$ cat src/iic_pkg.sv
//####################
// shared constants for the i2c master
// mode 3 falls back to standard rate
// the frame union is for the target model and testbench
//####################
package iic_pkg;

    // bus speed select, 2-bit mode input
    localparam logic [1:0] MODE_STD  = 2'd0;
    localparam logic [1:0] MODE_FAST = 2'd1;
    localparam logic [1:0] MODE_HS   = 2'd2;

    // bus rates in Hz
    localparam int unsigned STD_FREQ  = 32'd100_000;
    localparam int unsigned FAST_FREQ = 32'd400_000;
    localparam int unsigned HS_FREQ   = 32'd3_400_000;

    // bit operations from byte controller to bit controller
    localparam logic [1:0] BIT_START = 2'd0;
    localparam logic [1:0] BIT_STOP  = 2'd1;
    localparam logic [1:0] BIT_WRITE = 2'd2;
    localparam logic [1:0] BIT_READ  = 2'd3;

    // first byte after START, seen as raw data or as an address frame
    typedef union packed {
        logic [7:0] raw;
        struct packed {
            logic [6:0] dev_addr;
            logic       rw;
        } addr;
    } iic_frame_u;

endpackage

$ cat src/iic_scl_gen.sv
//####################
// quarter-period tick for the bit controller
// divisor is CLK_FREQ / (4 * bus rate), floored, at least 1
// mode is used live, keep it steady during a command
//####################
`timescale 1ns/1ps

module iic_scl_gen #(
    parameter int unsigned CLK_FREQ = 50_000_000
) (
    input  logic       clk,
    input  logic       rst,
    input  logic [1:0] mode,
    input  logic       run,
    output logic       qtick
);

    // clocks per quarter bit period, never below one
    function automatic int unsigned quarter_div(input int unsigned rate);
        int unsigned q;
        q = CLK_FREQ / (4 * rate);
        if (q == 0) begin
            q = 1;
        end
        return q;
    endfunction

    localparam int unsigned Q_STD  = quarter_div(iic_pkg::STD_FREQ);
    localparam int unsigned Q_FAST = quarter_div(iic_pkg::FAST_FREQ);
    localparam int unsigned Q_HS   = quarter_div(iic_pkg::HS_FREQ);

    logic [31:0] reload;
    logic [31:0] cnt;

    // reload value, mode 3 runs at standard rate
    always_comb begin
        case (mode)
            iic_pkg::MODE_STD:  reload = Q_STD - 1;
            iic_pkg::MODE_FAST: reload = Q_FAST - 1;
            iic_pkg::MODE_HS:   reload = Q_HS - 1;
            default:            reload = Q_STD - 1;
        endcase
    end

    // held at reload while idle so the first quarter is full length
    always_ff @(posedge clk or posedge rst) begin
        if (rst) begin
            cnt <= 32'd0;
        end else if (!run) begin
            cnt <= reload;
        end else if (cnt == 32'd0) begin
            cnt <= reload;
        end else begin
            cnt <= cnt - 32'd1;
        end
    end

    // one pulse every Q clocks while running
    assign qtick = run && (cnt == 32'd0);

endmodule

$ cat config.mk
export PLATFORM = sky130hd
export DESIGN_NAME = iic_scl_gen
export DESIGN_NICKNAME = d
export VERILOG_FILES = /design/src/iic_pkg.sv /design/src/iic_scl_gen.sv
export SDC_FILE = /design/constraint.sdc
export NUM_CORES = 1
export LEC_CHECK = 0
export ABC_AREA = 1
export BUFFER_PORTS_ARGS = -buffer_cell sky130_fd_sc_hd__buf_2
export CELL_PAD_IN_SITES_DETAIL_PLACEMENT = 0
export CELL_PAD_IN_SITES_GLOBAL_PLACEMENT = 1
export CORE_MARGIN = 2
export CORE_UTILIZATION = 35
export DETAILED_ROUTE_END_ITERATION = 16
export HOLD_SLACK_MARGIN = 0.12
export PLACE_DENSITY = 0.65
export SYNTH_ARGS = -nofsm -noshare
export SYNTH_HDL_FRONTEND = slang
export SYNTH_SLANG_ARGS = --single-unit
export TNS_END_PERCENT = 100
$ cat constraint.sdc
create_clock -name clk -period 2.1 [get_ports clk]
set_input_delay 0.42 -clock clk [delete_from_list [all_inputs] [get_ports clk]]
set_output_delay 0.42 -clock clk [all_outputs]
set_load 0.02 [all_outputs]
Word level (Yosys, flattened, before mapping) --
Index checks and enable logic that the tools add are counted.
Cells by class: reduce and logical (&&, ||, !) cells 2, mux-type cells 3, eq/ne operators 2, add/sub/neg operators 1
Operators by type and width (count):
- $mux W32 | 2
- $logic_not A32 Y1 | 1
- $sub A32 B1 Y32 const B | 1
- $pmux W7 S2 | 1
- $eq A2 B1 Y1 const B | 1
- $eq A2 B2 Y1 const B | 1
- $logic_and A1 B1 Y1 | 1
Storage, ports and cells: logic and storage cells 9, register bits 32

Logic depth before layout (Yosys ltp) --
depth after elaboration 4, depth in mapped cells 9

Least setup slack after synthesis --
Ideal clock, no wire load.
path type register to output, start register cnt[0], end output port qtick, path buffers 0, path slack 0.224 ns, data arrival time 1.456 ns, stages on the path, launching flop included 7, required time 1.680 ns, path through dfrtp_1 > inv_1 > ha_1 > nand2_2 > nor2_4 > nand4_4 > nor2_1
On the way: longest elaborated chain between the ends 2
RTL lines:
- from (decl) | line iic_scl_gen.sv:33 | logic [31:0] cnt;
- from (signal assigned) | line iic_scl_gen.sv:50 | cnt <= reload;
- from (signal assigned) | line iic_scl_gen.sv:52 | cnt <= reload;
- from (signal assigned) | line iic_scl_gen.sv:54 | cnt <= cnt - 32'd1;
- $logic_not A32 Y1 | line iic_scl_gen.sv:59 | assign qtick = run && (cnt == 32'd0);
- $logic_and A1 B1 Y1 | line iic_scl_gen.sv:59
- to (decl) | line iic_scl_gen.sv:15 | output logic qtick
No other way between the ends.

Worst setup path in the final report --
start register cnt[14], end output port qtick
Same word-level chain as after synthesis.

==> results.sh <==
export IMPL_outcome="completed"
export IMPL_r2r_setup_slack_ns=0.38
export IMPL_die_area_um2=6044
export IMPL_cp_depth=6
export IMPL_slew_headroom=0.7093
export IMPL_syn_num_nets=271
export IMPL_synthesis_area_um2=1903
export IMPL_utilization=0.4294
export IMPL_arrival_ns=1.57
export IMPL_cts_reportedPaths_clkPinSlew_ns=0.07
export IMPL_worstPathRequired_ns=1.68
export IMPL_period_minus_slack_ns=1.990
export IMPL_clock_tree_root_cell="clkbuf_8"
export IMPL_track_usage=0.1709
export IMPL_drive_gt1_frac=0.1449
export IMPL_synthCells=264
export IMPL_drt_antenna_violating_nets=0
export IMPL_slew_viol_final=0
export IMPL_r2r_start="cnt[14]$_DFF_PP0_"
export IMPL_cp_slowest_cell="dfrtp_1"
export IMPL_critPathKind="flip-flop to output pin"
export IMPL_gp_congestion=0.8147
export IMPL_ys_ff_latch=32
export IMPL_yosysWarnings=0
export IMPL_antenna_cells=0
export IMPL_rsz0062_at_grt="no"
export IMPL_startpoint="cnt[14]$_DFF_PP0_"
export IMPL_max_cap_violations=0
export IMPL_ys_seq_area_frac=0.4208
export IMPL_p_per_area_nw_per_um2=686.5
export IMPL_grt_max_degree=33
export IMPL_cts_tree="built"
export IMPL_initial_core_util=0.3679
export IMPL_setup_tns_final_ns=0
export IMPL_crit_path_end_kind="output pin"
export IMPL_rows=26
export IMPL_regMostFlops="cnt"
export IMPL_clock_latency_ns=0.28
export IMPL_worstSetupStartpointType="flip-flop"
export IMPL_wl_um=4615
export IMPL_nFillCells=554
export IMPL_die_y_um=77.74
export IMPL_ctsHoldBuffers=0
export IMPL_top_regs="cnt: 32 flops"
export IMPL_ys_types=21
export IMPL_path_buf_inv=1
export IMPL_cp_max_fo=6
export IMPL_antenna_found_initial=0
export IMPL_coreArea_um2=5172
export IMPL_critPathMaxStageDelay_ns=0.42
export IMPL_grt_pass1_wl_um=7921
export IMPL_vias=1666
export IMPL_viasPerCell=4.720
export IMPL_critical_path_top_delay_family="simple AND/OR/NAND/NOR gates"
export IMPL_fin_crit_sh=0.9474
export IMPL_fmax_mhz=502.6
export IMPL_clock_skew_ns=0.004146
export IMPL_portBuffers=5
export IMPL_cts_buffer_depth=2
export IMPL_hold_path_class="primary input to asynchronous set/reset pin"
export IMPL_overflow=0
export IMPL_drc=0
export IMPL_final_nets=290
export IMPL_grt_pass1_vias=1710
export IMPL_tightest_slew_ns=0.4360
export IMPL_critPathCapture="qtick"
export IMPL_reg2reg_to="cnt[5]$_DFF_PP0_"
export IMPL_p_leak_nw=1.137
export IMPL_setup_violations=0
export IMPL_vdd_ir_drop_max_uv=309.5
export IMPL_io_pins=6
export IMPL_die_x_um=77.74
export IMPL_htree_levels=2
export IMPL_hpwl_um=3567
export IMPL_drt_pass1_iterations=4
export IMPL_detail_route_wl_per_cell_um=13.07
export IMPL_synth_area_per_cell_um2=7.209
export IMPL_rr_worst_depth=8
export IMPL_drtIter0Drc=63
export IMPL_cts_inserted_buffers=5
export IMPL_area_delta_synth_final_pct=16.70
export IMPL_crit_chain="nor2_1, nand2_1, nor2_4, nand4_4, nor2_2, buf_4"
export IMPL_hold_violations=0
export IMPL_largest_reg_flops=32
export IMPL_cts_sinks=32
[cell usage in the layout (no fill, tap or decap), types with 3 or more instances in the layout]
cell | synthesis | routed
nor2_1 | 83 | 76
nand2_1 | 51 | 51
dfrtp_1 | 32 | 32
inv_1 | 25 | 24
nand3_1 | 18 | 18
xor2_1 | 10 | 10
buf_4 | 0 | 10
nor2_2 | 4 | 8
xnor2_1 | 7 | 7
clkbuf_8 | 0 | 7
o21ai_0 | 6 | 6
nor3_1 | 5 | 5
a21oi_1 | 5 | 5
nor2_4 | 1 | 4
nand4_1 | 4 | 4
buf_2 | 0 | 4
nand2_2 | 3 | 3
[cells by family (layout without fill, tap and decap cells)]
family | Yosys count | after routing | share of synthesized area
and+or+nand+nor | 171 | 171 | 0.3840
DFF | 32 | 32 | 0.4208
buffers and inverters | 28 | 47 | 0.06311
xor gates and xnor gates | 17 | 17 | 0.07824
AOI/OAI and AO/OA | 14 | 14 | 0.04076
adders and majority gates | 2 | 2 | 0.01315
[worst min-delay path by stage]
stage / start / end / slack (ns) / cells past startpoint
6_report: rst / cnt[11]$_DFF_PP0_ / 0.21 / 3
5_1_grt: rst / cnt[22]$_DFF_PP0_ / 0.28 / 3
4_1_cts: rst / cnt[18]$_DFF_PP0_ / 0.23 / 3
3_5_place_dp: cnt[0]$_DFF_PP0_ / cnt[0]$_DFF_PP0_ / 0.45 / 1
3_3_place_gp: cnt[0]$_DFF_PP0_ / cnt[0]$_DFF_PP0_ / 0.44 / 1
2_1_floorplan: cnt[0]$_DFF_PP0_ / cnt[0]$_DFF_PP0_ / 0.42 / 1
[where the power goes]
group	switching, mW	internal, mW	total, mW
Sequential	0.0315	0.647	0.679
Combinational	0.207	0.123	0.330
Clock	0.224	0.292	0.516
[Yosys cell counts (all sizes together)]
| library cell | number | area share |
|---|---|---|
| a21o | 1 | 0.0039 |
| dfrtp | 32 | 0.42 |
| buf | 3 | 0.014 |
| ha | 2 | 0.013 |
| a21oi | 5 | 0.013 |
| inv | 25 | 0.049 |
| xor2 | 10 | 0.046 |
| nand2 | 55 | 0.12 |
| nor2 | 88 | 0.18 |
| nor3 | 5 | 0.013 |
| nand4 | 5 | 0.024 |
| nand3 | 18 | 0.047 |
| o21bai | 2 | 0.0079 |
| o21ai | 6 | 0.016 |
| xnor2 | 7 | 0.032 |
[cell type report]
class	count	area (um2)	share of cell area
Timing Repair Buffer	15	115.1	0.05183
Sequential cell	32	800.8	0.3606
Clock buffer	7	96.34	0.04338
Multi-Input combinational cell	204	1027	0.4625
Inverter	25	93.84	0.04225
Tap cell	70	87.58	0.03944
[worst register-to-register path: stages, from the launching register on]
cell and delay (ns):
dfrtp_1 0.42, nor2_1 0.18, nand2_1 0.14, nor2_4 0.15, nand4_4 0.15, buf_4 0.19, nand2_4 0.13, buf_12 0.16
o21ai_0 0.08
[repair_timing]
item,CTS,global route
resized for setup,2,12
pin swaps,1,3
buffers inserted,1,3
endpoints found under the setup margin,1,1
hold endpoints to repair,0,0
[through the flow]
step	setup WS, ns	hold WS, ns	power [mW]	instance area, um2	instances
finish	0.1104	0.2129	1.525	2221	353
global route	0.006450	0.2793	1.612	2221	353
CTS	0.003113	0.2289	1.517	2158	350
detailed placement	0.2206	0.4528	0.9884	2047	342
global placement	0.2692	0.4392	0.9952	2047	342
floorplan	0.2235	0.4235	0.9150	1903	264
[layer usage]
metal  vias to the layer above  wire [um]  track usage
met5                         -          0            0
met4                         0         51      0.05357
met3                         4        127      0.03488
met2                        18       2294       0.2905
met1                       780       2141       0.2173
li1                        864          -            -
Note: power is estimated with default switching activity, not from simulation.
