--- src/iic_pkg.sv ---
//####################
// shared constants for the i2c master
// mode 3 falls back to standard rate
// the frame union is for the target model and testbench
//####################
package iic_pkg;

    // bus speed select, 2-bit mode input
    localparam logic [1:0] MODE_STD  = 2'd0;
    localparam logic [1:0] MODE_FAST = 2'd1;
    localparam logic [1:0] MODE_HS   = 2'd2;

    // bus rates in Hz
    localparam int unsigned STD_FREQ  = 32'd100_000;
    localparam int unsigned FAST_FREQ = 32'd400_000;
    localparam int unsigned HS_FREQ   = 32'd3_400_000;

    // bit operations from byte controller to bit controller
    localparam logic [1:0] BIT_START = 2'd0;
    localparam logic [1:0] BIT_STOP  = 2'd1;
    localparam logic [1:0] BIT_WRITE = 2'd2;
    localparam logic [1:0] BIT_READ  = 2'd3;

    // first byte after START, seen as raw data or as an address frame
    typedef union packed {
        logic [7:0] raw;
        struct packed {
            logic [6:0] dev_addr;
            logic       rw;
        } addr;
    } iic_frame_u;

endpackage

--- src/iic_bit_ctrl.sv ---
//####################
// four-phase sequencer for one bus bit operation
// SCL is push-pull and never sampled, no clock stretching
// a new bit_go must wait for bit_done
//####################
`timescale 1ns/1ps

module iic_bit_ctrl (
    input  logic       clk,
    input  logic       rst,
    input  logic       qtick,
    input  logic       bit_go,
    input  logic [1:0] bit_cmd,
    input  logic       bit_txd,
    input  logic       sda_in,
    output logic       run,
    output logic       bit_done,
    output logic       bit_rxd,
    output logic       scl,
    output logic       sda_oe
);

    // phase of the current operation, 0 to 3
    logic [1:0] phase;
    logic [1:0] cmd_q;

    // levels change on the qtick that ends a phase, so each
    // phase holds its levels for one full quarter period
    always_ff @(posedge clk or posedge rst) begin
        if (rst) begin
            run      <= 1'b0;
            phase    <= 2'd0;
            cmd_q    <= iic_pkg::BIT_STOP;
            bit_done <= 1'b0;
            bit_rxd  <= 1'b1;
            scl      <= 1'b1;
            sda_oe   <= 1'b0;
        end else begin
            bit_done <= 1'b0;
            if (!run) begin
                if (bit_go) begin
                    run   <= 1'b1;
                    phase <= 2'd0;
                    cmd_q <= bit_cmd;
                    // phase 0 levels
                    case (bit_cmd)
                        iic_pkg::BIT_START: begin
                            // release sda, scl stays where it is
                            // so a start from idle has no glitch
                            sda_oe <= 1'b0;
                        end
                        iic_pkg::BIT_STOP: begin
                            // pull sda low while scl is still low
                            sda_oe <= 1'b1;
                        end
                        iic_pkg::BIT_WRITE: begin
                            scl    <= 1'b0;
                            sda_oe <= ~bit_txd;
                        end
                        default: begin
                            // read, let the target drive
                            scl    <= 1'b0;
                            sda_oe <= 1'b0;
                        end
                    endcase
                end
            end else if (qtick) begin
                phase <= phase + 2'd1;
                case (phase)
                    2'd0: begin
                        // every operation raises scl for phase 1
                        scl <= 1'b1;
                    end
                    2'd1: begin
                        if (cmd_q == iic_pkg::BIT_START) begin
                            // sda falls with scl high
                            sda_oe <= 1'b1;
                        end
                        if (cmd_q == iic_pkg::BIT_READ) begin
                            bit_rxd <= sda_in;
                        end
                    end
                    2'd2: begin
                        if (cmd_q == iic_pkg::BIT_STOP) begin
                            // sda rises with scl high, bus left idle
                            sda_oe <= 1'b0;
                        end else begin
                            scl <= 1'b0;
                        end
                    end
                    default: begin
                        // fourth qtick ends the operation
                        run      <= 1'b0;
                        bit_done <= 1'b1;
                    end
                endcase
            end
        end
    end

endmodule

--- config.mk ---
export PLATFORM = sky130hd
export DESIGN_NAME = iic_bit_ctrl
export DESIGN_NICKNAME = d
export VERILOG_FILES = /design/src/iic_pkg.sv /design/src/iic_bit_ctrl.sv
export SDC_FILE = /design/constraint.sdc
export NUM_CORES = 1
export LEC_CHECK = 0
export BUFFER_PORTS_ARGS = -buffer_cell sky130_fd_sc_hd__buf_4
export CORE_AREA = 5 5 42 44
export DETAILED_ROUTE_END_ITERATION = 8
export DIE_AREA = 0 0 47 49
export GPL_TIMING_DRIVEN = 0
export SLEW_MARGIN = 25
export SYNTH_ARGS = -nofsm -noshare
export SYNTH_HDL_FRONTEND = slang
export SYNTH_SLANG_ARGS = --single-unit
--- constraint.sdc ---
create_clock -name clk -period 2.12 [get_ports clk]
set_clock_uncertainty 0.05 [all_clocks]
set_input_delay 0 -clock clk [delete_from_list [all_inputs] [get_ports clk]]
set_output_delay 0 -clock clk [all_outputs]
set_load 0.01 [all_outputs]
### Word-level counts from Yosys, hierarchy flattened

Cells that the tools add are included.

* eq/ne operators: 13
* reduce and logical (&&, ||, !) cells: 11
* bitwise operators: 2
* add/subtract/negate cells: 1
* muxes and demuxes: 23

Operators with widths (count)
* two-way mux 1 bit: 17
* AND reduction 5 bit: 2
* inequality test 3 bit (second input constant): 3
* equality test 2 x 1 -> 1 bit (second input constant): 3
* equality test 2 bit (second input constant): 3
* zero test 2 bit: 3
* two-way mux 2 bit: 3
* inequality test 3 x 1 -> 1 bit (second input constant): 2
* one-hot mux 1 bit (2 select lines): 3
* AND reduction 2 bit: 2
* AND reduction 4 bit: 1
* OR reduction 3 bit: 1
* adder 2 x 1 -> 2 bit (second input constant): 1
* inequality test 2 x 1 -> 1 bit (second input constant): 1
* inequality test 2 bit (second input constant): 1
* NOT 1 bit: 2
* nonzero test 2 bit: 1
* OR reduction 2 bit: 1

* word-level logic and storage cells: 57
* output and inout bits: 5
* flip-flop bits (word level): 9

### Longest topological paths before layout

* word-level depth: 5
* mapped depth: 5

### Worst setup path before layout

Ideal clock, no wire load.

* path kind: flip-flop to flip-flop
* start: reg phase[0]
* end: reg sda_oe
* data arrival time: 1464 ps
* period minus slack after synthesis: 1600 ps
* setup time: 86 ps
* cell stages (with the launch flop): 6
* data required time: 1984 ps
* path slack: 520 ps
* path through: dfrtp_1 > inv_1 > ha_1 > or3b_1 > a211o_1 > a32oi_1

* word-level cells in the longest chain between the ends: 4
* elaborated cells on any way between the ends: 9
* those cells by class: eq/ne (5); mux (3); reduce/logical (1)

RTL lines
* start: declaration: RTL line iic_bit_ctrl.sv:24 `logic [1:0] phase;`
* start signal: assignment: RTL line iic_bit_ctrl.sv:68 `phase <= phase + 2'd1;`
* equality test 2 bit / equality test 2 x 1 -> 1 bit (equally long branches): RTL line iic_bit_ctrl.sv:69 `case (phase)`
* one-hot mux 1 bit (2 select lines): RTL line iic_bit_ctrl.sv:69
* two-way mux 1 bit: RTL line iic_bit_ctrl.sv:67 `end else if (qtick) begin`
* two-way mux 1 bit: RTL line iic_bit_ctrl.sv:40 `if (!run) begin`
* end signal: assignment: RTL line iic_bit_ctrl.sv:58 `sda_oe <= ~bit_txd;`
* end: declaration: RTL line iic_bit_ctrl.sv:20 `output logic sda_oe`

Parallel ways exist; a longest one is shown, timed or not. The select of a mux whose other input is x is not followed.
A chain may end at the register's enable or synchronous reset.

### Final worst setup path

Ends and elaborated chain as after synthesis.

==> flow_summary_export.csv <==
group,metric,value,unit
status,outcome,"finished clean",
die,die_w,47,µm
synth,seq_area_frac_synth,44.9,%
global_routing,grt_start_max_net_pins,10,
synth,avgSynthCellArea,9.63,µm²
synth,ys_ff_latch,9,
critical_path,cp-end-kind,"flop",
finish,fillers,141,
global_routing,grt_usage,10.6,%
global_routing,overflow,0,
timing,setup_viol,0,
cts,cts_max_level,1,
run,maxCapViolations,0,
global_routing,grt_pass1_wl,1.76,mm
synth,syn-cell-area,510,µm²
cts,clock-sinks,9,
critical_path,cp.required,2240,ps
synth,syn_nets,66,
synth,synth_edf_count,0,
cts,cts_resized,0,
min_path,min_to,"sda_oe$_DFFE_PP0P_",
critical_path,path_max_fanout,7,
die,die-area,2300,µm²
place,numPortBuffers,12,
cts,clk-insertion-delay-late,260,ps
timing,fmax,580,MHz
routing,drt_iter0_drc,5,
finish,antenna_cells,0,
timing,rsz0062_at_grt,"false",
timing,worst_pin_slew,345,ps
place,place_inst,81,
finish,area_growth_syn_to_layout,38.5,%
routing,wire_per_inst,11.2,µm
min_path,worstHoldStart,"bit_txd",
finish,fin_nets,89,
cts,path_clk_slew,60,ps
synth,ys.flop_type,"dfrtp_1",
synth,syn_inst,53,
timing,setup_tns,0,ps
timing,finalHoldViolCount,0,
critical_path,cp.arrival,1850,ps
global_routing,antenna_found_initial,0,
critical_path,rr_startpoint,"phase[0]$_DFFE_PP0P_",
timing,maxSlewViolCount,0,
synth,yosys_warnings,0,
min_path,holdCritPathClass,"input port to flop",
critical_path,timing_worst_setup_path_type,"flop to flop",
critical_path,reg2reg_slack,400,ps
cts,post_cts_buffers,0,
synth,ys_top_cells_by_area,"dfrtp_1 29%, dfstp_2 15%, ha_1 12%, o21ai_0 4.9%, inv_1 4.4%",
power,total_power,0.000804,W
die,ios,13,
global_routing,grt_pass1_vias,429,
routing,avgViaCountPerCell,4.70,
routing,dr_wl_met3,66,µm
routing,met1_length,494,µm
timing,period_share,81.3,%
place,dp_hpwl,761,µm
critical_path,reg2reg_depth,5,
die,initial_utilization,36.4,%
routing,ant_nets,0,
timing,max_slew_margin,77.0,%
timing,min_period,1720,ps
cts,cts_root_buffer,"clkbuf_4",
critical_path,timing.rr.end,"sda_oe$_DFFE_PP0P_",
synth,synth_common_cells,"6 x dfrtp_1, 6 x inv_1, 5 x ha_1, 5 x nand2_1, 5 x o21ai_0",
finish,drive_gt1_share,26.7,%
routing,num_vias,428,
routing,drt_pre_antenna_iters,4,
die,die_h,49,µm
cts,cts_buffer_depth,2,
synth,synth_top_area_share,29.4,%
power,p_leak,0.351,nW
routing,top_layer,"met3",
routing,totalWireLength,1.02,mm
synth,synth_top_area_cell,"dfrtp_1",
synth,ys_types,22,
place,gp_congestion,0.699,
finish,finalNonFillerCells,91,
min_path,whs_path_depth,4,
cts,cts_tree,"built",
critical_path,worstSetupStartpointType,"flop",
routing,drc,0,
routing,routed-wl-met2,462,µm
power,ir_drop,0.553,mV
synth,async_reset_ff_share,100,%
cts,cts_buffers,3,
power,power_density,1140,nW/µm²
die,num_rows,14,
die,core_area,1400,µm²
cells by family after synthesis:
logic type	count (synthesis)	share of synthesized area, %
AOI/OAI and AO/OA	10	12.0
adders and majority gates	5	12.3
buffers and inverters	7	5.39
DFF	9	44.9
muxes	2	4.17
and+or+nand+nor	20	21.3
layout make-up:
| type | count | area, µm² | share of cell area, % |
|---|---|---|---|
| flip-flops and latches | 9 | 229 | 32.4 |
| repair buffers | 18 | 150 | 21.2 |
| multi-input cells | 37 | 254 | 35.9 |
| inverters | 6 | 22.5 | 3.19 |
| plain buffers | 1 | 5.00 | 0.708 |
| well taps | 16 | 20.0 | 2.83 |
| clock buffers | 4 | 26.3 | 3.72 |
timing repair:
action | 4_1_cts | 5_1_grt
hold buffers | 6 | 0
endpoints found under the hold margin | 14 | 0
endpoints found under the setup margin | 0 | 0
where the power goes:
part	internal (W)	switching (W)
combinational	0.000175	0.000163
clock	0.0000725	0.0000586
sequential	0.000267	0.0000677
flip-flops by register name, summed over array words and instances, names as in the netlist:
register	count
sda_oe	1
phase	2
cmd_q	2
run	1
bit_rxd	1
bit_done	1
scl	1
critical path: stages, from the launching register on:
cell,delay (ps)
dfrtp_1,450
inv_1,70
ha_1,240
or3b_1,380
a211o_1,300
a32oi_1,150
through the flow:
step	setup WS [ps]	util [%]	cell area, µm²	hold WS, ps
after floorplan	520	-	510	-224
after global placement	426	44.3	621	-61.9
after detailed placement	415	44.3	621	-58.6
after CTS	390	50.4	707	112
after global routing	280	50.4	707	118
final	396	50.4	707	112
routing by layer:
layer,up-vias,track usage [%]
li1,227,-
met1,192,14.2
met2,9,14.7
met3,0,6.64
met4,0,1.38
met5,-,0
layout by cell type, fill, tap and decap left out:
cell type and n:
inv_1 6, nor2_1 3, a211o_1 1, or3b_1 1, dfstp_2 3, a31oi_1 1, a21oi_1 1, nor4bb_1 1
buf_4 12, and3_1 1, nor2b_1 2, mux2_2 1, ha_1 5, dfrtp_1 6, nand2b_1 1, a32oi_1 1
buf_2 1, o31ai_1 1, o21ai_0 5, nand3_1 4, clkbuf_1 1, nand2_1 5, dlygate4sd3_1 6, clkbuf_4 3
mux2i_1 1, nand3b_1 2
worst max path at each step:
stage / from / to / slack, ps
3_5_place_dp: phase[0]$_DFFE_PP0P_ / sda_oe$_DFFE_PP0P_ / 410
4_1_cts: phase[0]$_DFFE_PP0P_ / sda_oe$_DFFE_PP0P_ / 390
6_report: phase[0]$_DFFE_PP0P_ / sda_oe$_DFFE_PP0P_ / 400
5_1_grt: phase[0]$_DFFE_PP0P_ / sda_oe$_DFFE_PP0P_ / 280
3_3_place_gp: phase[0]$_DFFE_PP0P_ / sda_oe$_DFFE_PP0P_ / 430
2_1_floorplan: phase[0]$_DFFE_PP0P_ / sda_oe$_DFFE_PP0P_ / 520
Power figures use the tool's default switching activity.
