## config.mk

```make
export PLATFORM = sky130hd
export DESIGN_NAME = iic_byte_ctrl
export DESIGN_NICKNAME = d
export VERILOG_FILES = /design/src/iic_pkg.sv /design/src/iic_byte_ctrl.sv
export SDC_FILE = /design/constraint.sdc
export NUM_CORES = 1
export LEC_CHECK = 0
export BUFFER_PORTS_ARGS = -buffer_cell sky130_fd_sc_hd__buf_2
export CORE_MARGIN = 2
export CORE_UTILIZATION = 47
export DETAILED_ROUTE_END_ITERATION = 8
export GPL_ROUTABILITY_DRIVEN = 0
export PLACE_DENSITY = 0.74
export SLEW_MARGIN = 5
export SYNTH_ARGS = -nofsm -noshare
export SYNTH_HDL_FRONTEND = slang
export SYNTH_SLANG_ARGS = --single-unit
```

## constraint.sdc

```tcl
create_clock -name clk -period 1.6 [get_ports clk]
set_input_delay 0.08 -clock clk [delete_from_list [all_inputs] [get_ports clk]]
set_output_delay 0.08 -clock clk [all_outputs]
set_load 0.1 [all_outputs]
```

## src/iic_pkg.sv

```systemverilog
//####################
// shared constants for the i2c master
// mode 3 falls back to standard rate
// the frame union is for the target model and testbench
//####################
package iic_pkg;

    // bus speed select, 2-bit mode input
    localparam logic [1:0] MODE_STD  = 2'd0;
    localparam logic [1:0] MODE_FAST = 2'd1;
    localparam logic [1:0] MODE_HS   = 2'd2;

    // bus rates in Hz
    localparam int unsigned STD_FREQ  = 32'd100_000;
    localparam int unsigned FAST_FREQ = 32'd400_000;
    localparam int unsigned HS_FREQ   = 32'd3_400_000;

    // bit operations from byte controller to bit controller
    localparam logic [1:0] BIT_START = 2'd0;
    localparam logic [1:0] BIT_STOP  = 2'd1;
    localparam logic [1:0] BIT_WRITE = 2'd2;
    localparam logic [1:0] BIT_READ  = 2'd3;

    // first byte after START, seen as raw data or as an address frame
    typedef union packed {
        logic [7:0] raw;
        struct packed {
            logic [6:0] dev_addr;
            logic       rw;
        } addr;
    } iic_frame_u;

endpackage

```

## src/iic_byte_ctrl.sv

```systemverilog
//####################
// byte command sequencer
// strobes are taken only while busy is low
// write and read run nine bit operations, the last is the ack
//####################
`timescale 1ns/1ps

module iic_byte_ctrl (
    input  logic       clk,
    input  logic       rst,
    input  logic       cmd_start,
    input  logic       cmd_stop,
    input  logic       cmd_write,
    input  logic       cmd_read,
    input  logic [7:0] data_in,
    input  logic       ack_in,
    input  logic       bit_done,
    input  logic       bit_rxd,
    output logic       busy,
    output logic       done,
    output logic [7:0] data_out,
    output logic       ack_out,
    output logic       bit_go,
    output logic [1:0] bit_cmd,
    output logic       bit_txd
);

    // command in progress, coded like the bit operations
    logic [1:0] op;
    logic [3:0] bit_cnt;
    logic [7:0] shreg;
    logic       ack_lat;

    always_ff @(posedge clk or posedge rst) begin
        if (rst) begin
            busy     <= 1'b0;
            done     <= 1'b0;
            data_out <= 8'd0;
            ack_out  <= 1'b1;
            bit_go   <= 1'b0;
            bit_cmd  <= iic_pkg::BIT_STOP;
            bit_txd  <= 1'b1;
            op       <= iic_pkg::BIT_STOP;
            bit_cnt  <= 4'd0;
            shreg    <= 8'd0;
            ack_lat  <= 1'b1;
        end else begin
            done   <= 1'b0;
            bit_go <= 1'b0;
            if (!busy) begin
                // start wins over stop, stop over write, write over read
                if (cmd_start || cmd_stop || cmd_write || cmd_read) begin
                    busy    <= 1'b1;
                    bit_go  <= 1'b1;
                    bit_cnt <= 4'd0;
                    bit_txd <= 1'b1;
                    if (cmd_start) begin
                        op      <= iic_pkg::BIT_START;
                        bit_cmd <= iic_pkg::BIT_START;
                    end else if (cmd_stop) begin
                        op      <= iic_pkg::BIT_STOP;
                        bit_cmd <= iic_pkg::BIT_STOP;
                    end else if (cmd_write) begin
                        op      <= iic_pkg::BIT_WRITE;
                        bit_cmd <= iic_pkg::BIT_WRITE;
                        bit_txd <= data_in[7];
                        shreg   <= data_in;
                    end else begin
                        op      <= iic_pkg::BIT_READ;
                        bit_cmd <= iic_pkg::BIT_READ;
                        ack_lat <= ack_in;
                    end
                end
            end else if (bit_done) begin
                if (op == iic_pkg::BIT_START || op == iic_pkg::BIT_STOP) begin
                    busy <= 1'b0;
                    done <= 1'b1;
                end else if (bit_cnt == 4'd8) begin
                    // ack slot finished
                    if (op == iic_pkg::BIT_WRITE) begin
                        ack_out <= bit_rxd;
                    end else begin
                        data_out <= shreg;
                    end
                    busy <= 1'b0;
                    done <= 1'b1;
                end else begin
                    bit_cnt <= bit_cnt + 4'd1;
                    bit_go  <= 1'b1;
                    if (op == iic_pkg::BIT_WRITE) begin
                        shreg <= {shreg[6:0], 1'b0};
                        if (bit_cnt == 4'd7) begin
                            // release sda for the target ack
                            bit_cmd <= iic_pkg::BIT_READ;
                            bit_txd <= 1'b1;
                        end else begin
                            bit_cmd <= iic_pkg::BIT_WRITE;
                            bit_txd <= shreg[6];
                        end
                    end else begin
                        shreg <= {shreg[6:0], bit_rxd};
                        if (bit_cnt == 4'd7) begin
                            // master answers ack or nack
                            bit_cmd <= iic_pkg::BIT_WRITE;
                            bit_txd <= ack_lat;
                        end else begin
                            bit_cmd <= iic_pkg::BIT_READ;
                        end
                    end
                end
            end
        end
    end

endmodule

```

* Word level (Yosys, flattened, before mapping)
Index checks and enable logic that the tools add are counted.
Word-level totals: bits in registers 30, input bits 17, output and inout port bits 15, logic and storage cells 89
Cells by class: add/subtract/negate cells 1, equality and inequality tests 10, multiplexer cells 47, bitwise gates (word level) 6, reduce and logical (&&, ||, !) cells 14
Operators with widths (count):
- $mux W8 | 8
- $mux W1 | 26
- $mux W4 | 5
- $reduce_and A5 Y1 | 4
- $mux W2 | 8
- $reduce_and A7 Y1 | 1
- $ne A2 B2 Y1 const B | 3
- $not A1 Y1 | 6
- $add A4 B1 Y4 const B | 1
- $eq A4 B3 Y1 const B | 1
- $eq A4 B4 Y1 const B | 1
- $logic_or A1 B1 Y1 | 4
- $ne A2 B1 Y1 const B | 2
- $reduce_and A4 Y1 | 1
- $reduce_bool A2 Y1 | 2
- $ne A3 B1 Y1 const B | 1
- $eq A2 B1 Y1 const B | 1
- $eq A2 B2 Y1 const B | 1
- $logic_not A2 Y1 | 1
- $reduce_and A2 Y1 | 1

* Longest topological paths before layout
Gate-level depths: netlist of run 1.
depth in word-level cells 7, mapped depth 7, depth with buffers taken out 6

* Worst setup path before layout of run 1
No wires, ideal clock.
kind reg-to-reg, start reg busy, end reg data_out[0], library setup time 0.125 ns, arrival time 1.969 ns, data required time 1.475 ns, path slack -0.494 ns, stages on the path, launching flop included 4, path buffers 0, period minus slack after synthesis 2.094 ns, cell sequence dfrtp_1 nand2_1 nor3_4 mux2_2
On the way: longest elaborated chain between the ends 1
RTL lines:
- start, declared | RTL line iic_byte_ctrl.sv:19 | output logic busy,
- start signal, assigned | RTL line iic_byte_ctrl.sv:36 | busy <= 1'b0;
- start signal, assigned | RTL line iic_byte_ctrl.sv:53 | busy <= 1'b1;
- start signal, assigned | RTL line iic_byte_ctrl.sv:76 | busy <= 1'b0;
- $reduce_and A5 Y1 (no line)
- end signal, assigned | RTL line iic_byte_ctrl.sv:83 | data_out <= shreg;
- end, declared | RTL line iic_byte_ctrl.sv:21 | output logic [7:0] data_out,
Every way passes these cells. A chain may end at the register's enable or synchronous reset.

* Worst setup path in the final report of run 1
start reg bit_cnt[1], end reg shreg[7]
On the way: longest elaborated chain between the ends 3
RTL lines:
- start, declared | RTL line iic_byte_ctrl.sv:30 | logic [3:0] bit_cnt;
- start signal, assigned | RTL line iic_byte_ctrl.sv:88 | bit_cnt <= bit_cnt + 4'd1;
- $eq A4 B4 Y1 | RTL line iic_byte_ctrl.sv:78 | end else if (bit_cnt == 4'd8) begin
- $ne A2 B2 Y1 (no line)
- $reduce_and A7 Y1 (no line)
- end signal, assigned | RTL line iic_byte_ctrl.sv:67 | shreg <= data_in;
- end signal, assigned | RTL line iic_byte_ctrl.sv:91 | shreg <= {shreg[6:0], 1'b0};
- end signal, assigned | RTL line iic_byte_ctrl.sv:101 | shreg <= {shreg[6:0], bit_rxd};
- end, declared | RTL line iic_byte_ctrl.sv:31 | logic [7:0] shreg;
Every way passes these cells.

==> flow_metrics.py, run 1 <==
metrics = {
    "hold_path": {
        "hold_end": "shreg[1]$_DFFE_PP0P_",
        "timing.hold.worst_path_depth": 3,
        "hp-start": "data_in[1]",
        "hold_path_class": "in -> reg",
    },
    "yosys": {
        "synth-seq-cells": 30,
        "yosysUniqueCellTypes": 33,
        "syn_avg_cell_area_um2": 11.49,
        "synth_fp_nets": 142,
        "synth.yosys.seq_area_share_pct": 53.54,
        "syn_area_um2": 1414,
        "yosysWarnings": 0,
        "synth_cells": 123,
    },
    "clocking": {
        "cts_inserted_buffers": 5,
        "clock_tree.root_cell": "clkbuf_4",
        "clock_insertion_delay_worst_skew_ns": 0.33,
        "cts_tree": "built",
        "clkSinkCount": 30,
        "clk_path_buf_depth": 2,
        "clkSlewWorstSetupHoldPaths_ns": 0.10,
        "ctsHtreeMaxLevel": 2,
    },
    "global_routing": {
        "grt_pass1_vias": 1064,
        "grt_first_pass_wirelength_um": 4802,
        "met3_grt_util_pct": 5.275,
        "grt-ovfl-total": 0,
        "top_usage_layer": "met2",
        "met2_global_route_usage_pct": 28.89,
        "antenna_found_initial": 1,
        "grt_usage_pct": 18.78,
        "grt_max_degree": 21,
        "grtUsageMet1_pct": 23.88,
    },
    "finish": {
        "commonest_cells_after_routing_fill_and_taps_aside": "buf_2, dfrtp_1, mux2_2",
        "fillers": 216,
        "layout.cells.most_common": "buf_2",
        "register_area_um2": 760.7,
        "flow.area_growth_from_synthesis_pct": 35.04,
        "final_net_count": 195,
        "share_of_layout_cells_above_drive_strength_1_pct": 49.72,
        "combined_area_of_the_multi_input_logic_cells_um2": 681.9,
    },
    "routing": {
        "drtAntennaViolNets": 0,
        "wl_per_cell_um": 14.82,
        "viasPerCell": 5.306,
        "dr_total_vias": 1109,
        "first_iteration_detailed_routing_drc_count": 21,
        "firstDrtPassIters": 4,
        "totalWireLength_um": 3098,
        "drt_drc_violations_left": 0,
    },
    "sta": {
        "timing.final.hold_violations": 0,
        "finalCritPeriodShare_pct": 102.9,
        "fmaxAchievable_mhz": 607.5,
        "finClkSkew_ns": 0.01700,
        "final-max-slew-violation-count": 0,
        "worst_margin_pin_slew_ns": 0.4899,
        "setup_viol": 6,
        "max_slew_margin_pct": 67.56,
        "post_layout_minimum_cycle_time_ns": 1.646,
        "finalWorstSetupSlack_ns": -0.04607,
        "rsz0062_at_grt": "true",
    },
    "setup_path": {
        "critical_path_required_ns": 1.81,
        "cp_data_arrival_time_ns": 1.85,
        "worstSetupStartpoint": "bit_cnt[1]$_DFFE_PP0P_",
        "reg2reg_slack_ns": -0.05,
        "crit-reg2reg-launch": "bit_cnt[1]$_DFFE_PP0P_",
        "cp-end-kind": "flop",
        "regToRegEndpoint": "shreg[7]$_DFFE_PP0P_",
        "criticalPathCategory": "reg -> reg",
        "ff2ff_path_depth": 7,
        "crit_path_max_fanout": 8,
        "startpoint_type": "flop",
    },
    "floorplan": {
        "start_util_pct": 50.40,
        "die_height_um": 58.85,
        "core_area_um2": 2805,
        "die-area_um2": 3463,
        "io-pin-count": 32,
        "dieWidth_um": 58.85,
        "core.rowCount": 19,
    },
    "status": {
        "status": "finished with violations",
        "violations": "negative setup slack",
    },
    "power_and_ir_drop": {
        "power.ir.vdd_worst_mv": 1.097,
        "power_mw": 3.349,
        "power.static_leakage_nw": 0.9717,
        "pwr_density_cell_nw_per_um2": 1754,
    },
    "run": {
        "cap_viol_max_count": 0,
    },
    "placement": {
        "dp_worst_setup_slack_ns": 0.01218,
        "placed_wire_length_estimate_um": 2161,
        "port_buffers": 31,
    },
}
## synth_stat cells
| cell type | number | area [um2] |
|---|---|---|
| mux2_1 | 1 | 11.26 |
| a21oi_1 | 3 | 15.01 |
| o21ai_0 | 14 | 70.07 |
| nand4_1 | 1 | 6.260 |
| o22ai_1 | 1 | 6.260 |
| nand3b_1 | 2 | 15.01 |
| nand3b_4 | 1 | 20.02 |
| a31oi_1 | 2 | 12.51 |
| buf_4 | 1 | 7.510 |
| nor2_1 | 5 | 18.77 |
| and3_1 | 1 | 6.260 |
| buf_2 | 2 | 10.01 |
| dfrtp_1 | 25 | 625.6 |
| nor4b_1 | 1 | 8.760 |
| xnor2_1 | 1 | 8.760 |
| nor4_2 | 1 | 12.51 |
| dfstp_2 | 5 | 131.4 |
| inv_1 | 6 | 22.52 |
| nor3b_1 | 1 | 7.510 |
| mux2_2 | 10 | 112.6 |
| nor3_4 | 1 | 16.27 |
| a22o_2 | 1 | 10.01 |
| xor2_1 | 1 | 8.760 |
| nand2b_1 | 1 | 6.260 |
| a2bb2oi_2 | 1 | 15.01 |
| o22a_1 | 3 | 26.28 |
| nand2_1 | 14 | 52.55 |
| mux2i_1 | 8 | 80.08 |
| nand3_1 | 2 | 10.01 |
| a22oi_2 | 1 | 12.51 |
| nor3_1 | 2 | 10.01 |
| ha_1 | 2 | 25.02 |
| nor2b_1 | 2 | 12.51 |
## report_power, final
group	switching, mW	leakage (nW)	internal (mW)
combinational	1.09	0.565	0.590
clock	0.258	0.0320	0.167
sequential	0.213	0.375	1.03
total	1.56	0.972	1.79
## cell type report
type / count / area share [%]
Clock buffer: 6 / 2.163
Multi-Input combinational cell: 84 / 35.71
Sequential cell: 30 / 39.84
Clock inverter: 2 / 0.5242
Tap cell: 31 / 2.031
Timing Repair Buffer: 49 / 18.41
Inverter: 6 / 1.180
Antenna cell: 1 / 0.1311
## cells by family after synthesis
group	after synthesis	share of synthesized area (%)
AOI/OAI and AO/OA	26	11.86
xor gates and xnor gates	2	1.239
adders and majority gates	2	1.770
buffers and inverters	9	2.832
DFF	30	53.54
muxes	19	14.43
and+or+nand+nor	35	14.34
## stage by stage
stage	hold WS [ns]	cells	setup TNS, ns	util (%)	instance area [um2]
CTS	0.03885	204	-0.007434	64.09	1798
detailed placement	0.1076	193	0	60.79	1705
global route	0.04324	209	-0.7061	68.06	1909
finish	0.01696	209	-0.1707	68.06	1909
floorplan	0.1671	123	-0.01920	-	1421
global placement	0.09738	193	0	60.79	1705
## sequential cells by signal (all words and copies together), names as in the netlist
register / flops
data_out: 8
shreg: 8
bit_cnt: 4
bit_cmd: 2
op: 2
ack_lat: 1
ack_out: 1
bit_go: 1
bit_txd: 1
busy: 1
done: 1
## critical path, stage by stage, from the launching register on
cell,delay (ns)
dfrtp_1,0.41
inv_2,0.09
ha_4,0.14
nand3b_4,0.10
buf_6,0.16
a22oi_2,0.32
clkbuf_16,0.23
o21ai_1,0.07
## layer usage
layer	vias to the layer above	routed length, um
met3	11	129
met1	527	1316
li1	546	-
met2	25	1524
met4	0	127
met5	-	0
## worst max path at each step
stage / end / slack [ns] / cells after the start
2_1_floorplan: data_out[0]$_DFFE_PP0P_ / -0.002 / 5
3_3_place_gp: bit_txd$_DFFE_PP1P_ / 0.05 / 7
3_5_place_dp: bit_txd$_DFFE_PP1P_ / 0.01 / 7
4_1_cts: data_out[7]$_DFFE_PP0P_ / -0.004 / 6
5_1_grt: shreg[2]$_DFFE_PP0P_ / -0.10 / 8
6_report: shreg[7]$_DFFE_PP0P_ / -0.05 / 7
## repair_timing
action,in CTS,in global routing
endpoints found under the hold margin,11,0
gates cloned,0,1
hold buffers,3,0
pin swaps,0,5
gates resized for setup,1,24
setup buffers,0,3
endpoints found under the setup margin,2,18
Power figures use the tool's default switching activity.
==> inputs of run 2 (changes only) <==
--- a/config.mk
+++ b/config.mk
@@ -10,7 +10,9 @@
 export CORE_UTILIZATION = 47
 export DETAILED_ROUTE_END_ITERATION = 8
 export GPL_ROUTABILITY_DRIVEN = 0
+export MAX_ROUTING_LAYER = met4
 export PLACE_DENSITY = 0.74
+export SETUP_SLACK_MARGIN = 0.1
 export SLEW_MARGIN = 5
 export SYNTH_ARGS = -nofsm -noshare
 export SYNTH_HDL_FRONTEND = slang
==> run 2 against run 1 <==
Net effect: the flow now finishes without violations; sequential cell count is the same; largest cell class unchanged; routed wire length up 3.3%; final area up 1.2%; total power increased by 8.7%; register-to-register slack improved by 0.05 ns; global-route usage rose by 3.0 points; first-iteration DRC count rose by 33%; setup slack better by 0.047 ns; clock-buffer cell count unchanged; cell count down 1.9%; maximum frequency rose by 2.9%.
==> flow_metrics.py, run 2 (synthesized netlist as in run 1, its figures left out) <==
metrics = {
    "clocking": {
        "clkSlewWorstSetupHoldPaths_ns": 0.10,
        "clk_path_buf_depth": 2,
        "ctsHtreeMaxLevel": 2,
        "clock_tree.root_cell": "clkbuf_4",
        "cts_inserted_buffers": 5,
        "clock_insertion_delay_worst_skew_ns": 0.33,
        "cts_tree": "built",
        "clkSinkCount": 30,
    },
    "setup_path": {
        "cpLargestDelayFamily": "flip-flops",
        "criticalPathCategory": "reg -> reg",
        "critical-path-slowest-cell": "dfrtp_1",
        "cp_data_arrival_time_ns": 1.80,
        "startpoint_type": "flop",
        "crit_path_max_fanout": 8,
        "cp-end-kind": "flop",
        "cp_cell_sequence": "inv_1 -> ha_2 -> nand3b_4 -> nor3_4 -> buf_12 -> mux2_4",
        "timing.critical_path.buf_inv": 2,
        "critical_path_required_ns": 1.80,
        "cp_slowest_stage_delay_ns": 0.39,
    },
    "finish": {
        "flow.area_growth_from_synthesis_pct": 36.73,
        "final_net_count": 192,
        "commonest_cells_after_routing_fill_and_taps_aside": "buf_2, dfrtp_1, nand2_1",
        "layout.cells.most_common": "buf_2",
        "antenna-diode-count": 0,
        "share_of_layout_cells_above_drive_strength_1_pct": 46.55,
        "final_core_utilization_pct": 68.91,
        "largestRegisters": "data_out (8), shreg (8), bit_cnt (4)",
    },
    "sta": {
        "worst_margin_pin_slew_ns": 0.5004,
        "final-max-slew-violation-count": 0,
        "max_slew_margin_pct": 66.87,
        "finClkSkew_ns": 0.01501,
        "setup_viol": 0,
        "rsz0062_at_grt": "true",
        "post_layout_minimum_cycle_time_ns": 1.599,
        "fmaxAchievable_mhz": 625.2,
        "timing.final.hold_violations": 0,
        "finalCritPeriodShare_pct": 99.97,
        "hold_ws_ns": 0.03339,
    },
    "hold_path": {
        "hold_path_class": "in -> reg",
    },
    "floorplan": {
        "die_height_um": 58.85,
        "die-area_um2": 3463,
        "core.rowCount": 19,
        "io-pin-count": 32,
        "dieWidth_um": 58.85,
        "start_util_pct": 50.40,
        "core_area_um2": 2805,
    },
    "routing": {
        "viasPerCell": 5.551,
        "firstDrtPassIters": 4,
        "top_layer": "met4",
        "met2_wirelength_um": 1665,
        "totalWireLength_um": 3200,
        "detail_route.wirelength.met1_um": 1353,
        "dr_wl_met3_um": 133,
        "first_iteration_detailed_routing_drc_count": 28,
        "drtAntennaViolNets": 0,
        "drt_drc_violations_left": 0,
        "wl_per_cell_um": 15.61,
        "dr_total_vias": 1138,
    },
    "placement": {
        "placed_wire_length_estimate_um": 2166,
        "port_buffers": 31,
    },
    "run": {
        "cap_viol_max_count": 0,
    },
    "global_routing": {
        "grt_first_pass_wirelength_um": 5395,
        "grt_usage_pct": 21.80,
        "antenna_found_initial": 0,
        "grt_max_degree": 31,
        "grt-ovfl-total": 0,
        "grt_pass1_vias": 1187,
    },
    "power_and_ir_drop": {
        "power.ir.vdd_worst_mv": 1.152,
        "pwr_density_cell_nw_per_um2": 1883,
        "power.static_leakage_nw": 0.9725,
        "power_mw": 3.639,
    },
    "status": {
        "status": "finished clean",
    },
}
-- run 2: cell count changes in the layout (fill, tap and decap cells not counted), sizes merged --
| cell | delta |
|---|---|
| bufinv | +2 |
| clkinv | -2 |
| buf | -1 |
| clkbuf | -1 |
| diode | -1 |
| dlygate4sd3 | -1 |
-- run 2: routing by layer --
metal  GRT usage, %  up-vias
met5              -        -
met4          7.468        0
met3          6.154        9
met2          36.35       29
met1          25.18      565
li1               -      535
-- run 2: power breakdown --
| group | switching [mW] | leakage (nW) | total, mW | internal [mW] |
|---|---|---|---|---|
| clock | 0.260 | 0.0585 | 0.789 | 0.530 |
| sequential | 0.202 | 0.375 | 1.23 | 1.03 |
| combinational | 1.06 | 0.539 | 1.62 | 0.556 |
-- run 2: per-stage QoR --
stage	cells	setup TNS, ns	area, um2	setup WS, ns
floorplan	123	-0.01920	1436	-0.002400
global placement	191	0	1699	0.02509
detailed placement	191	-0.2061	1699	-0.03184
CTS	203	0	1894	0.03913
global route	205	-0.7480	1933	-0.06826
finish	205	0	1933	0.0005177
-- run 2: worst register-to-register path, cell delays in order, from the launching register on --
cell and delay [ns]:
dfrtp_1 0.39, inv_1 0.07, ha_2 0.19, nand3b_4 0.13, nor3_4 0.23, buf_12 0.17
mux2_4 0.30
-- run 2: layout make-up --
| class | count | area [um2] |
|---|---|---|
| fillers | 211 | 872.1 |
| flip-flops and latches | 30 | 760.7 |
| multi-input cells | 84 | 699.4 |
| repair buffers | 46 | 300.3 |
| clock inverters | 2 | 60.06 |
| clock buffers | 6 | 51.30 |
| well taps | 31 | 38.79 |
| inverters | 6 | 22.52 |
-- run 2: final timing paths --
path,start,to,slack [ns],cells past startpoint
worst max-delay path,bit_cnt[1]$_DFFE_PP0P_,data_out[7]$_DFFE_PP0P_,0.0005,6
worst min-delay path,data_in[1],shreg[1]$_DFFE_PP0P_,0.03,3
worst max register to register,bit_cnt[1]$_DFFE_PP0P_,data_out[7]$_DFFE_PP0P_,0.0005,6
worst min register to register,bit_cmd[0]$_DFFE_PP1P_,bit_cmd[0]$_DFFE_PP1P_,0.47,2
max in group asynchronous,rst,ack_out$_DFFE_PP1P_,0.92,4
min in group asynchronous,rst,data_out[2]$_DFFE_PP0P_,0.35,4
-- run 2: repair_timing --
| item | 4_1_cts | 5_1_grt |
|---|---|---|
| pin swaps | 2 | 3 |
| setup buffers | 2 | 2 |
| hold endpoints to repair | 26 | 0 |
| resized for setup | 11 | 6 |
| hold buffers | 2 | 0 |
| endpoints found under the setup margin | 11 | 21 |
